`src/hdl/fp_format_pkg.sv`:
```
// ============================================================
// Single-precision format: field widths, field types and
// special encodings
// ============================================================
`default_nettype none

package fp_format_pkg;

    // Field widths
    localparam int WORD_W = 32;
    localparam int EXP_W  = 8;
    localparam int MANT_W = 23;

    typedef logic [WORD_W-1:0] word_t;
    typedef logic [EXP_W-1:0]  exp_t;
    typedef logic [MANT_W-1:0] mant_t;

    // Exponent with room for carry and borrow during rounding
    typedef logic signed [EXP_W+1:0] exp_ext_t;

    // ============================================================
    // Special encodings
    // ============================================================
    localparam exp_t  EXP_MAX  = 8'd255;
    localparam exp_t  EXP_BIAS = 8'd127;

    // Canonical quiet NaN, positive sign
    localparam word_t QNAN = 32'h7FC0_0000;

    // Guard, round and sticky positions below the fraction
    localparam int GRS_BITS = 3;

endpackage

`default_nettype wire

```
`src/hdl/fp_alu_pkg.sv`:
```
// ============================================================
// ALU operation codes, flags, request/response structs and
// handshake controller states
// ============================================================
`default_nettype none

package fp_alu_pkg;

    typedef enum logic [1:0] {
        OP_ADD = 2'd0,
        OP_SUB = 2'd1,
        OP_MUL = 2'd2,
        OP_I2F = 2'd3
    } alu_op_t;

    typedef struct packed {
        logic inexact;
        logic invalid;
        logic overflow;
        logic underflow;
    } fp_flags_t;

    // For OP_I2F, a holds the signed integer and b is ignored
    typedef struct packed {
        alu_op_t              op;
        fp_format_pkg::word_t a;
        fp_format_pkg::word_t b;
    } alu_req_t;

    typedef struct packed {
        fp_format_pkg::word_t result;
        fp_flags_t            flags;
    } alu_rsp_t;

    typedef enum logic [1:0] {
        S_IDLE,
        S_CALC,
        S_DONE
    } ctrl_state_t;

endpackage

`default_nettype wire

```
`src/hdl/fp_addsub.sv`:
```
// ============================================================
// Single-precision add/subtract, round to nearest even
// ============================================================
`timescale 1ns/1ps
`default_nettype none

module fp_addsub (
    input  fp_format_pkg::word_t a,
    input  fp_format_pkg::word_t b,
    input  logic                 subtract,
    output fp_alu_pkg::alu_rsp_t rsp
);
    import fp_format_pkg::*;
    import fp_alu_pkg::*;

    logic  sign_a, sign_b;
    exp_t  exp_a, exp_b;
    mant_t mant_a, mant_b;
    logic  nan_a, nan_b, inf_a, inf_b, zero_a, zero_b;

    logic  swap;
    logic  sign_big;
    exp_t  exp_big;
    exp_t  shift;
    logic  sticky;

    // {hidden, fraction, G, R, S}
    logic [MANT_W+GRS_BITS:0]   big_ext, small_ext, small_mask, aligned, norm;
    logic [MANT_W+GRS_BITS+1:0] sum;
    logic [4:0]                 lz;
    exp_ext_t                   exp_norm, exp_rnd;
    logic                       round_up;
    logic [MANT_W+1:0]          mant_rnd;
    mant_t                      frac;

    function automatic logic [4:0] lead_zeros(input logic [MANT_W+GRS_BITS:0] v);
        logic [4:0] n;
        logic       found;
        n = '0;
        found = 1'b0;
        for (int i = MANT_W + GRS_BITS; i >= 0; i--) begin
            if (!found && v[i]) begin
                n = 5'(MANT_W + GRS_BITS - i);
                found = 1'b1;
            end
        end
        return n;
    endfunction

    assign {sign_a, exp_a, mant_a} = a;
    assign sign_b = b[WORD_W-1] ^ subtract;
    assign {exp_b, mant_b} = b[WORD_W-2:0];

    // Subnormals count as zero
    assign nan_a  = (exp_a == EXP_MAX) && (mant_a != '0);
    assign nan_b  = (exp_b == EXP_MAX) && (mant_b != '0);
    assign inf_a  = (exp_a == EXP_MAX) && (mant_a == '0);
    assign inf_b  = (exp_b == EXP_MAX) && (mant_b == '0);
    assign zero_a = (exp_a == '0);
    assign zero_b = (exp_b == '0);

    // ============================================================
    // Alignment of the smaller magnitude
    // ============================================================
    assign swap      = {exp_b, mant_b} > {exp_a, mant_a};
    assign sign_big  = swap ? sign_b : sign_a;
    assign exp_big   = swap ? exp_b : exp_a;
    assign shift     = swap ? (exp_b - exp_a) : (exp_a - exp_b);
    assign big_ext   = {1'b1, (swap ? mant_b : mant_a), {GRS_BITS{1'b0}}};
    assign small_ext = {1'b1, (swap ? mant_a : mant_b), {GRS_BITS{1'b0}}};

    // Bits shifted out collapse into the sticky position
    assign small_mask = ~({(MANT_W+GRS_BITS+1){1'b1}} << shift);
    assign sticky     = |(small_ext & small_mask);
    assign aligned    = (small_ext >> shift) | {{(MANT_W+GRS_BITS){1'b0}}, sticky};

    assign sum = (sign_a ^ sign_b) ? ({1'b0, big_ext} - {1'b0, aligned})
                                   : ({1'b0, big_ext} + {1'b0, aligned});

    // Normalize: carry out shifts right, cancellation shifts left
    always_comb begin
        lz = lead_zeros(sum[MANT_W+GRS_BITS:0]);
        if (sum[MANT_W+GRS_BITS+1]) begin
            norm     = {sum[MANT_W+GRS_BITS+1:2], sum[1] | sum[0]};
            exp_norm = $signed({2'b00, exp_big}) + 10'sd1;
        end else begin
            norm     = sum[MANT_W+GRS_BITS:0] << lz;
            exp_norm = $signed({2'b00, exp_big}) - $signed({5'b00000, lz});
        end
    end

    // Nearest even: guard set and (anything below or odd LSB)
    assign round_up = norm[GRS_BITS-1] & (|norm[GRS_BITS-2:0] | norm[GRS_BITS]);
    assign mant_rnd = {1'b0, norm[MANT_W+GRS_BITS:GRS_BITS]}
                    + {{(MANT_W+1){1'b0}}, round_up};
    assign exp_rnd  = exp_norm + $signed({9'b0, mant_rnd[MANT_W+1]});
    assign frac     = mant_rnd[MANT_W+1] ? mant_rnd[MANT_W:1] : mant_rnd[MANT_W-1:0];

    // ============================================================
    // Special cases and final packing
    // ============================================================
    always_comb begin
        rsp = '0;
        if (nan_a || nan_b) begin
            rsp.result = QNAN;
            rsp.flags.invalid = 1'b1;
        end else if (inf_a) begin
            if (inf_b && (sign_a != sign_b)) begin
                rsp.result = QNAN;
                rsp.flags.invalid = 1'b1;
            end else begin
                rsp.result = {sign_a, EXP_MAX, {MANT_W{1'b0}}};
            end
        end else if (inf_b) begin
            rsp.result = {sign_b, EXP_MAX, {MANT_W{1'b0}}};
        end else if (zero_a && zero_b) begin
            rsp.result = {sign_a & sign_b, {(WORD_W-1){1'b0}}};
        end else if (zero_a) begin
            rsp.result = {sign_b, exp_b, mant_b};
        end else if (zero_b) begin
            rsp.result = {sign_a, exp_a, mant_a};
        end else if (sum == '0) begin
            // Exact cancellation is +0
            rsp.result = '0;
        end else if (exp_rnd <= 10'sd0) begin
            rsp.result = {sign_big, {(WORD_W-1){1'b0}}};
            rsp.flags.underflow = 1'b1;
            rsp.flags.inexact   = 1'b1;
        end else if (exp_rnd >= $signed({2'b00, EXP_MAX})) begin
            rsp.result = {sign_big, EXP_MAX, {MANT_W{1'b0}}};
            rsp.flags.overflow = 1'b1;
            rsp.flags.inexact  = 1'b1;
        end else begin
            rsp.result = {sign_big, exp_rnd[EXP_W-1:0], frac};
            rsp.flags.inexact = |norm[GRS_BITS-1:0];
        end
    end

endmodule

`default_nettype wire

```
`src/hdl/fp_mul.sv`:
```
// ============================================================
// Single-precision multiply, round to nearest even
// ============================================================
`timescale 1ns/1ps
`default_nettype none

module fp_mul (
    input  fp_format_pkg::word_t a,
    input  fp_format_pkg::word_t b,
    output fp_alu_pkg::alu_rsp_t rsp
);
    import fp_format_pkg::*;
    import fp_alu_pkg::*;

    logic  sign_a, sign_b, sign_r;
    exp_t  exp_a, exp_b;
    mant_t mant_a, mant_b;
    logic  nan_a, nan_b, inf_a, inf_b, zero_a, zero_b;

    logic [2*MANT_W+1:0] prod, prod_n;
    exp_ext_t            exp_sum, exp_rnd;
    logic                guard, sticky, round_up;
    logic [MANT_W+1:0]   mant_rnd;
    mant_t               frac;

    assign {sign_a, exp_a, mant_a} = a;
    assign {sign_b, exp_b, mant_b} = b;
    assign sign_r = sign_a ^ sign_b;

    assign nan_a  = (exp_a == EXP_MAX) && (mant_a != '0);
    assign nan_b  = (exp_b == EXP_MAX) && (mant_b != '0);
    assign inf_a  = (exp_a == EXP_MAX) && (mant_a == '0);
    assign inf_b  = (exp_b == EXP_MAX) && (mant_b == '0);
    assign zero_a = (exp_a == '0);
    assign zero_b = (exp_b == '0);

    assign prod = {1'b1, mant_a} * {1'b1, mant_b};

    // Product of two [1,2) values lies in [1,4), at most one place to fix
    assign prod_n  = prod[2*MANT_W+1] ? prod : (prod << 1);
    assign exp_sum = $signed({2'b00, exp_a}) + $signed({2'b00, exp_b})
                   - $signed({2'b00, EXP_BIAS})
                   + $signed({9'b0, prod[2*MANT_W+1]});

    assign guard    = prod_n[MANT_W];
    assign sticky   = |prod_n[MANT_W-1:0];
    assign round_up = guard & (sticky | prod_n[MANT_W+1]);
    assign mant_rnd = {1'b0, prod_n[2*MANT_W+1:MANT_W+1]}
                    + {{(MANT_W+1){1'b0}}, round_up};
    assign exp_rnd  = exp_sum + $signed({9'b0, mant_rnd[MANT_W+1]});
    assign frac     = mant_rnd[MANT_W+1] ? mant_rnd[MANT_W:1] : mant_rnd[MANT_W-1:0];

    always_comb begin
        rsp = '0;
        if (nan_a || nan_b) begin
            rsp.result = QNAN;
            rsp.flags.invalid = 1'b1;
        end else if ((zero_a && inf_b) || (inf_a && zero_b)) begin
            rsp.result = QNAN;
            rsp.flags.invalid = 1'b1;
        end else if (inf_a || inf_b) begin
            rsp.result = {sign_r, EXP_MAX, {MANT_W{1'b0}}};
        end else if (zero_a || zero_b) begin
            rsp.result = {sign_r, {(WORD_W-1){1'b0}}};
        end else if (exp_rnd <= 10'sd0) begin
            rsp.result = {sign_r, {(WORD_W-1){1'b0}}};
            rsp.flags.underflow = 1'b1;
            rsp.flags.inexact   = 1'b1;
        end else if (exp_rnd >= $signed({2'b00, EXP_MAX})) begin
            rsp.result = {sign_r, EXP_MAX, {MANT_W{1'b0}}};
            rsp.flags.overflow = 1'b1;
            rsp.flags.inexact  = 1'b1;
        end else begin
            rsp.result = {sign_r, exp_rnd[EXP_W-1:0], frac};
            rsp.flags.inexact = guard | sticky;
        end
    end

endmodule

`default_nettype wire

```
`src/hdl/int_to_float.sv`:
```
// ============================================================
// Signed 32-bit integer to single-precision conversion
// ============================================================
`timescale 1ns/1ps
`default_nettype none

module int_to_float (
    input  fp_format_pkg::word_t a_int,
    output fp_format_pkg::word_t result,
    output logic                 inexact
);
    import fp_format_pkg::*;

    logic              sign;
    word_t             mag, norm;
    logic [4:0]        lz;
    logic              round_up;
    logic [MANT_W+1:0] mant_rnd;
    exp_t              exp_r;
    mant_t             frac;

    function automatic logic [4:0] lead_zeros(input word_t v);
        logic [4:0] n;
        logic       found;
        n = '0;
        found = 1'b0;
        for (int i = WORD_W - 1; i >= 0; i--) begin
            if (!found && v[i]) begin
                n = 5'(WORD_W - 1 - i);
                found = 1'b1;
            end
        end
        return n;
    endfunction

    // Two's complement magnitude, 80000000 maps onto itself
    assign sign = a_int[WORD_W-1];
    assign mag  = sign ? (~a_int + 32'd1) : a_int;
    assign lz   = lead_zeros(mag);
    assign norm = mag << lz;

    // Top 24 bits kept, lower 8 feed guard and sticky
    assign round_up = norm[7] & (|norm[6:0] | norm[8]);
    assign mant_rnd = {1'b0, norm[WORD_W-1:8]} + {{(MANT_W+1){1'b0}}, round_up};
    assign exp_r    = EXP_BIAS + exp_t'(WORD_W - 1) - exp_t'(lz)
                    + exp_t'(mant_rnd[MANT_W+1]);
    assign frac     = mant_rnd[MANT_W+1] ? mant_rnd[MANT_W:1] : mant_rnd[MANT_W-1:0];

    assign result  = (a_int == '0) ? '0 : {sign, exp_r, frac};
    assign inexact = |norm[7:0];

endmodule

`default_nettype wire

```
`src/hdl/fp_alu_top.sv`:
```
// ============================================================
// FPU top level: req/ack controller, unit select and
// registered response
// ============================================================
`timescale 1ns/1ps
`default_nettype none

module fp_alu_top (
    input  logic                 clk,
    input  logic                 rst,
    input  logic                 req,
    input  fp_alu_pkg::alu_req_t cmd,
    output logic                 ack,
    output fp_alu_pkg::alu_rsp_t rsp
);
    import fp_format_pkg::*;
    import fp_alu_pkg::*;

    ctrl_state_t state;
    alu_req_t    cmd_q;
    alu_rsp_t    addsub_rsp, mul_rsp, sel_rsp;
    word_t       i2f_result;
    logic        i2f_inexact;

    // ============================================================
    // Arithmetic units, all combinational on the captured request
    // ============================================================
    fp_addsub u_addsub (
        .a        (cmd_q.a),
        .b        (cmd_q.b),
        .subtract (cmd_q.op == OP_SUB),
        .rsp      (addsub_rsp)
    );

    fp_mul u_mul (
        .a   (cmd_q.a),
        .b   (cmd_q.b),
        .rsp (mul_rsp)
    );

    int_to_float u_i2f (
        .a_int   (cmd_q.a),
        .result  (i2f_result),
        .inexact (i2f_inexact)
    );

    always_comb begin
        sel_rsp = '0;
        case (cmd_q.op)
            OP_ADD, OP_SUB: sel_rsp = addsub_rsp;
            OP_MUL:         sel_rsp = mul_rsp;
            OP_I2F: begin
                // Conversion can only be inexact
                sel_rsp.result        = i2f_result;
                sel_rsp.flags.inexact = i2f_inexact;
            end
            default: sel_rsp = '0;
        endcase
    end

    // Request capture, one operation per handshake
    always_ff @(posedge clk) begin
        if (state == S_IDLE && req) begin
            cmd_q <= cmd;
        end
    end

    // ============================================================
    // Handshake controller
    // ============================================================
    always_ff @(posedge clk) begin
        if (rst) begin
            state <= S_IDLE;
            ack   <= 1'b0;
            rsp   <= '0;
        end else begin
            case (state)
                S_IDLE: begin
                    if (req) begin
                        state <= S_CALC;
                    end
                end
                S_CALC: begin
                    rsp   <= sel_rsp;
                    state <= S_DONE;
                end
                S_DONE: begin
                    // Raise ack once, then wait for req to drop
                    if (!ack) begin
                        ack <= 1'b1;
                    end else if (!req) begin
                        ack   <= 1'b0;
                        state <= S_IDLE;
                    end
                end
                default: state <= S_IDLE;
            endcase
        end
    end

endmodule

`default_nettype wire

```
`config.mk`:
```
export PLATFORM = sky130hd
export DESIGN_NAME = fp_alu_top
export DESIGN_NICKNAME = d
export VERILOG_FILES = /design/src/hdl/fp_format_pkg.sv /design/src/hdl/fp_alu_pkg.sv /design/src/hdl/fp_addsub.sv /design/src/hdl/fp_mul.sv /design/src/hdl/int_to_float.sv /design/src/hdl/fp_alu_top.sv
export SDC_FILE = /design/constraint.sdc
export NUM_CORES = 2
export LEC_CHECK = 0
export BUFFER_PORTS_ARGS = -buffer_cell sky130_fd_sc_hd__buf_2
export CORE_MARGIN = 3
export CORE_UTILIZATION = 60
export DETAILED_ROUTE_END_ITERATION = 6
export PLACE_DENSITY = 0.88
export SYNTH_ARGS = -nofsm -noshare
export SYNTH_HDL_FRONTEND = slang
export SYNTH_SLANG_ARGS = --single-unit
```
`constraint.sdc`:
```
create_clock -name clk -period 29.4 [get_ports clk]
set_input_delay 5.88 -clock clk [delete_from_list [all_inputs] [get_ports clk]]
set_output_delay 5.88 -clock clk [all_outputs]
set_load 0.05 [all_outputs]
```
## Word level (Yosys, flattened, before mapping)

Index checks and enable logic that the tools add are counted.

| cells by class | value |
|---|---|
| add/subtract/negate cells | 17 |
| multiply operators | 1 |
| $lt $le $gt $ge | 5 |
| equality and inequality tests | 11 |
| shifts and indexed selects | 4 |
| mux-type cells | 185 |
| bitwise logic cells | 16 |
| reductions and logical operators | 145 |

Operators with widths:

| operator | number |
|---|---|
| 32-bit 2-to-1 mux | 16 |
| 5-bit 2-to-1 mux | 27 |
| 23-bit 2-to-1 mux | 5 |
| 33-bit case mux with 3 select lines | 1 |
| 1-bit 2-to-1 mux | 84 |
| 24-bit by 1-bit adder with 25-bit output | 3 |
| 1-bit logical AND | 66 |
| 4-bit 2-to-1 mux | 16 |
| 31-bit 2-to-1 mux | 2 |
| 1-bit zero test | 57 |
| 24-bit by 24-bit multiplier with 48-bit output | 1 |
| 48-bit 2-to-1 mux | 1 |
| 23-bit zero test | 2 |
| 23-bit nonzero test | 2 |
| 2-bit 2-to-1 mux | 18 |
| 32-bit by 1-bit adder with 32-bit output, second input constant | 1 |
| 32-bit zero test | 1 |
| 32-bit NOT | 1 |
| 32-bit by 5-bit << shifter with 32-bit output | 1 |
| 31-bit > comparator | 1 |
| 10-bit by 2-bit adder with 10-bit output | 3 |
| 27-bit by 27-bit adder with 28-bit output | 1 |
| 28-bit zero test | 1 |
| 28-bit 2-to-1 mux | 1 |
| 40 further kinds | 72 |

| storage, ports and cells | value |
|---|---|
| flip-flop bits (word level) | 105 |
| input bits | 69 |
| output and inout port bits | 37 |
| word-level logic and storage cells | 394 |

## Longest topological paths before layout

| depth | value |
|---|---|
| word-level depth | 106 |
| depth in mapped cells | 75 |
| gate-level depth less buffers | 64 |

## Cells and area by module

Synthesis repeated with hierarchy kept, for this count alone.

| second synthesis, totals | value |
|---|---|
| cell total of the unflattened synthesis | 5868 |
| area total of the unflattened synthesis | 44791.7 um^2 |

By module, submodules not included:

| module | instances | cells each | area each (um^2) |
|---|---|---|---|
| fp_mul | 1 | 2641 | 21768.4 |
| fp_addsub | 1 | 2120 | 13464.2 |
| int_to_float | 1 | 790 | 5437.7 |
| fp_alu_top | 1 | 317 | 4121.5 |

## Worst setup path before layout

OpenSTA, ideal clock, no wires.

| timing path | value |
|---|---|
| kind | reg2reg |
| from | reg cmd_q[55] (netlist bit) |
| to | reg rsp[12] (netlist bit) |
| library setup time | 0.125 ns |
| data arrival time | 14.420 ns |
| required time | 29.275 ns |
| path slack | 14.855 ns |
| stages on the path, launching flop included | 66 |
| buffers on the path | 13 |
| clock period less this slack | 14.545 ns |
| path through | edfxtp_1 -> clkbuf_1 -> inv_1 -> ha_1 -> fa_1 -> buf_4 -> nand3_1 -> a211o_1 -> and3_1 -> nand4_1 -> clkbuf_1 -> nand2_1 -> clkbuf_1 -> clkbuf_1 -> buf_1 -> buf_1 -> buf_1 -> a21oi_1 -> (+30 left out) -> a211oi_2 -> or3b_1 -> buf_2 -> nor4_1 -> ha_1 -> ha_1 -> inv_1 -> a2111oi_0 -> xnor2_1 -> inv_1 -> o41ai_1 -> or4b_2 -> clkbuf_1 -> inv_1 -> clkbuf_1 -> a32o_1 -> o221a_1 -> o41a_1 |

| on the way | value |
|---|---|
| longest elaborated chain between the ends | 106 |
| elaborated cells on any way between the ends | 303 |
| classes of those cells | add/sub (14); order compare (5); eq/ne (1); shift (4); mux (141); bitwise (9); reduce/logical (129) |

Ends and longest elaborated chain:

| element | line | source |
|---|---|---|
| from (decl) | fp_alu_top.sv:20 | `alu_req_t cmd_q;` |
| from (signal assigned) | fp_alu_top.sv:64 | `cmd_q <= cmd;` |
| 31-bit > comparator / 8-bit subtractor (equally long branches) | fp_addsub.sv:65, fp_addsub.sv:68 |  |
| 8-bit 2-to-1 mux | fp_addsub.sv:68 | `assign shift = swap ? (exp_b - exp_a) : (exp_a - exp_b);` |
| 27-bit by 8-bit << shifter with 27-bit output | fp_addsub.sv:73 | `assign small_mask = ~({(MANT_W+GRS_BITS+1){1'b1}} << shift);` |
| 27-bit NOT | fp_addsub.sv:73 |  |
| 27-bit bitwise AND | fp_addsub.sv:74 | `assign sticky = \|(small_ext & small_mask);` |
| 27-bit OR reduction | fp_addsub.sv:74 |  |
| 27-bit by 1-bit bitwise OR with 27-bit output | fp_addsub.sv:75 | `assign aligned = (small_ext >> shift) \| {{(MANT_W+GRS_BITS){1'b0}}, sticky};` |
| 27-bit by 27-bit adder with 28-bit output / 27-bit by 27-bit subtractor with 28-bit output (equally long branches) | fp_addsub.sv:78, fp_addsub.sv:77 |  |
| (+90 left out) | -- |  |
| 32-bit 2-to-1 mux | fp_addsub.sv:122 | `end else if (sum == '0) begin` |
| 32-bit 2-to-1 mux | fp_addsub.sv:120 | `end else if (zero_b) begin` |
| 32-bit 2-to-1 mux | fp_addsub.sv:118 | `end else if (zero_a) begin` |
| 32-bit 2-to-1 mux | fp_addsub.sv:116 | `end else if (zero_a && zero_b) begin` |
| 32-bit 2-to-1 mux | fp_addsub.sv:114 | `end else if (inf_b) begin` |
| 32-bit 2-to-1 mux | fp_addsub.sv:107 | `end else if (inf_a) begin` |
| 32-bit 2-to-1 mux | fp_addsub.sv:104 | `if (nan_a \|\| nan_b) begin` |
| 33-bit case mux with 3 select lines (*) | fp_alu_top.sv:49 | `case (cmd_q.op)` |
| to (signal assigned) | fp_alu_top.sv:84 | `rsp <= sel_rsp;` |
| to (decl) | fp_alu_top.sv:14 | `output fp_alu_pkg::alu_rsp_t rsp` |

Mark *: on every way between the ends. The rest lies on a longest branch, timed or not.
A chain may end at the register's enable or synchronous reset.

## Worst setup path in the final report

| timing path | value |
|---|---|
| from | reg cmd_q[36] (netlist bit) |
| to | reg rsp[22] (netlist bit) |

| on the way | value |
|---|---|
| longest elaborated chain between the ends | 106 |
| elaborated cells on any way between the ends | 303 |
| classes of those cells | add/sub (11); mul (1); order compare (5); shift (4); mux (143); bitwise (11); reduce/logical (128) |

Ends and longest elaborated chain:

| element | line | source |
|---|---|---|
| 31-bit > comparator | fp_addsub.sv:65 | `assign swap = {exp_b, mant_b} > {exp_a, mant_a};` |
| 8-bit 2-to-1 mux | fp_addsub.sv:68 |  |
| 27-bit by 8-bit << shifter with 27-bit output | fp_addsub.sv:73 |  |
| 27-bit NOT | fp_addsub.sv:73 |  |
| 27-bit bitwise AND | fp_addsub.sv:74 |  |
| 27-bit OR reduction | fp_addsub.sv:74 |  |
| 27-bit by 1-bit bitwise OR with 27-bit output | fp_addsub.sv:75 |  |
| 27-bit by 27-bit adder with 28-bit output / 27-bit by 27-bit subtractor with 28-bit output (equally long branches) | fp_addsub.sv:78, fp_addsub.sv:77 |  |
| (+90 left out) | -- |  |
| 32-bit 2-to-1 mux | fp_addsub.sv:122 |  |
| 32-bit 2-to-1 mux | fp_addsub.sv:120 |  |
| 32-bit 2-to-1 mux | fp_addsub.sv:118 |  |
| 32-bit 2-to-1 mux | fp_addsub.sv:116 |  |
| 32-bit 2-to-1 mux | fp_addsub.sv:114 |  |
| 32-bit 2-to-1 mux | fp_addsub.sv:107 |  |
| 32-bit 2-to-1 mux | fp_addsub.sv:104 |  |
| 33-bit case mux with 3 select lines (*) | fp_alu_top.sv:49 |  |

Marked as above.

==> impl_metrics.toml <==
[outcome]
status = "finished, violations left"
violations = "DRC"

[routing]
postRouteAntennaNets = 0
routed-via-count = 41379
drt_iter0_drc = 5743
routed_wirelength_mm = 162
drc = 12
wire_per_inst_microns = 26.9
viasPerCell = 6.88
first_pass_iters = 7

[setup_path]
worst-setup-path-type = "reg -> reg"
required_ns = 29.67
crit_top_cell = "ha_1"
cp_slowest_cell = "o41ai_1"
worstPathArrival_ns = 18.02
r2r-end = "rsp[22]$_SDFFE_PP0N_"
start_kind = "flop"
regToRegSetupSlack_ns = 11.65
regToRegStartpoint = "cmd_q[36]$_DFFE_PP_"
cp_max_fo = 54
ff2ff_path_depth = 58
cpPeakStageDelay_ns = 0.96
critPathCaptureType = "flop"

[floorplanning]
die_w_microns = 265
start_util = 0.609
std_cell_rows = 94
dieArea_sq_um = 70400
die_h_microns = 265
io_pins = 106
core-area_sq_um = 66200

[synth]
avgSynthCellArea_sq_um = 7.69
syn_area_sq_um = 40300
yosysUniqueCellTypes = 116
ys.flop_type = "edfxtp_1"
ys_seq_area_frac = 0.0685
syn_inst = 5247
async_reset_ff_frac = 0
synth_nets = 6114
synth_edf_count = 66
ys_ff_latch = 105
ys_warn_count = 0

[grt]
antenna_found_initial = 8
track_usage = 0.454
grt_pass1_wl_mm = 244
gr-total-overflow = 0
first_global_vias = 40495
grt_max_degree = 83

[final_layout]
syn2layout_area_growth_pct = 3.85
nets = 6004
fin_cells = 6013
multi_input_area_sq_um = 33700
ff_latch_area_sq_um = 2760
layout-drive-gt1-share = 0.0743
filler_cell_count = 5560

[sta]
grt_setup_unrepaired = "no"
setup-violations-final = 0
skew_ns = 0.0185
fmax_mhz = 56.3
fin_crit_ns = 17.75
final.period_utilization = 0.604
tightestPinTransition_ns = 1.37
setup_tns_ns = 0
slew_viol_final = 0
relSlewSlack = 0.0800
hold_violations = 0

[clock_network]
htreeDepth = 3
hold_buffers = 0
clock_sinks = 105
cts_tree = "done"
cts_buffers = 9
post_cts_resized = 0
clk_pin_slew_ns = 0.10
insertion_delay_ns = 0.41
cts-root-buf = "clkbuf_16"
clk_path_buf_depth = 2
postCtsSetupRepairBufs = 0

[hold_path]
hold_class = "reg -> reg"
hold_depth = 2
min_to = "ack$_SDFFE_PP0N_"
hp-start = "ack$_SDFFE_PP0N_"

[placement]
portBuffers = 105
place_hpwl_mm = 124
placed_cells = 5990
gp_congestion = 1.08

[job]
maxCapViolCount = 0
-- sequential cells by signal (all words and copies together) (netlist names) --
name   count
cmd_q     66
rsp       36
state      2
ack        1
-- how the worst max path moves through the flow --
stage	from	end	slack [ns]	depth (start not counted)
after global routing	cmd_q[50]$_DFFE_PP_	rsp[28]$_SDFFE_PP0N_	10.73	58
final	cmd_q[36]$_DFFE_PP_	rsp[22]$_SDFFE_PP0N_	11.65	58
after CTS	cmd_q[53]$_DFFE_PP_	rsp[8]$_SDFFE_PP0N_	12.28	55
after global placement	cmd_q[51]$_DFFE_PP_	rsp[8]$_SDFFE_PP0N_	12.74	55
after detailed placement	cmd_q[53]$_DFFE_PP_	rsp[22]$_SDFFE_PP0N_	12.33	58
after floorplan	cmd_q[55]$_DFFE_PP_	rsp[12]$_SDFFE_PP0N_	14.85	65
-- cell usage in the layout, fill, tap and decap left out, types with 118 or more instances in the layout --
master,Yosys,layout
inv_1,666,666
nand2_1,617,616
fa_1,488,488
nor2_1,447,444
ha_1,310,309
a21oi_1,299,298
o21ai_0,239,238
and2_1,174,174
mux2i_1,125,125
xnor2_1,120,118
buf_4,6,118
-- stage by stage --
stage	hold WS (ns)	util	setup WS (ns)	area (sq um)
finish	0.499	0.632	11.65	41900
global route	0.522	0.632	10.73	41900
CTS	0.500	0.632	12.28	41900
detailed placement	0.486	0.628	12.33	41600
global placement	0.481	0.628	12.74	41600
floorplan	0.447	-	14.85	40300
-- layer usage --
layer  part of all wire  routed length, microns  GRT usage
met5           0.000080                      13          0
met4              0.087                   14100      0.319
met3               0.13                   21500      0.124
met2               0.42                   68700      0.679
met1               0.36                   57700      0.572
-- logic make-up (layout without fill, tap and decap cells) --
logic type / Yosys count / in the layout / synth area share
and+or+nand+nor: 1791 / 1791 / 0.211
AOI/OAI and AO/OA: 1163 / 1163 / 0.192
buffers and inverters: 1036 / 931 / 0.0981
adders and majority gates: 799 / 799 / 0.339
xor gates and xnor gates: 180 / 180 / 0.0397
muxes: 173 / 173 / 0.0518
DFF: 105 / 105 / 0.0685
other: 0 / 7 / 0
-- layout make-up --
type | count | area share
clock inverter | 7 | 0.00167
antenna | 7 | 0.000418
sequential | 105 | 0.0660
tap | 864 | 0.0258
multi-input combinational | 4106 | 0.805
clock buffer | 9 | 0.00538
inverter | 692 | 0.0621
timing repair buffer | 223 | 0.0337
-- cells in the mapped netlist (13+ instances only) --
master | number | area, sq um
mux4_2 | 26 | 586
nand4_1 | 53 | 332
a221oi_1 | 23 | 201
clkinv_1 | 19 | 71.3
nor2_1 | 447 | 1680
a211o_1 | 13 | 114
o221ai_1 | 16 | 140
clkbuf_1 | 286 | 1070
nor2b_1 | 25 | 156
o22ai_1 | 24 | 150
o211ai_1 | 40 | 300
a21oi_1 | 299 | 1500
ha_1 | 310 | 3880
fa_1 | 488 | 9770
dfxtp_1 | 39 | 781
buf_2 | 16 | 80.1
or4_1 | 21 | 158
edfxtp_1 | 66 | 1980
or2_2 | 28 | 175
nor4_1 | 40 | 250
and2_1 | 174 | 1090
nand2_1 | 617 | 2320
a221o_1 | 18 | 180
a211oi_1 | 67 | 503
buf_1 | 33 | 124
mux2_2 | 20 | 225
xnor2_1 | 120 | 1050
a311oi_1 | 20 | 175
nor3_1 | 109 | 546
mux2i_1 | 125 | 1250
a31oi_1 | 45 | 282
nand3_1 | 102 | 510
and3_1 | 40 | 250
or3_1 | 35 | 219
nand2b_1 | 38 | 238
o21bai_1 | 37 | 278
o31ai_1 | 42 | 315
a22oi_1 | 17 | 128
o21ai_0 | 239 | 1200
a2111oi_0 | 21 | 184
a21o_1 | 54 | 405
xor2_1 | 58 | 508
inv_1 | 666 | 2500
o21a_1 | 23 | 173
-- worst max-delay path: cells and delay by family, from the launching register on --
kind / cells / cell delay (ns)
AO/OA/AOI/OAI: 23 / 6.64
AND/OR/NAND/NOR: 16 / 4.75
buffers and inverters: 10 / 3.04
adder cells (fa/ha/maj): 5 / 1.57
multiplexers: 3 / 1.01
flip-flops: 1 / 0.35
XOR/XNOR: 1 / 0.20
Power is left out: the tool's default activity adds up to more than one toggle a clock period on the data nets, which glitch-free logic cannot reach.
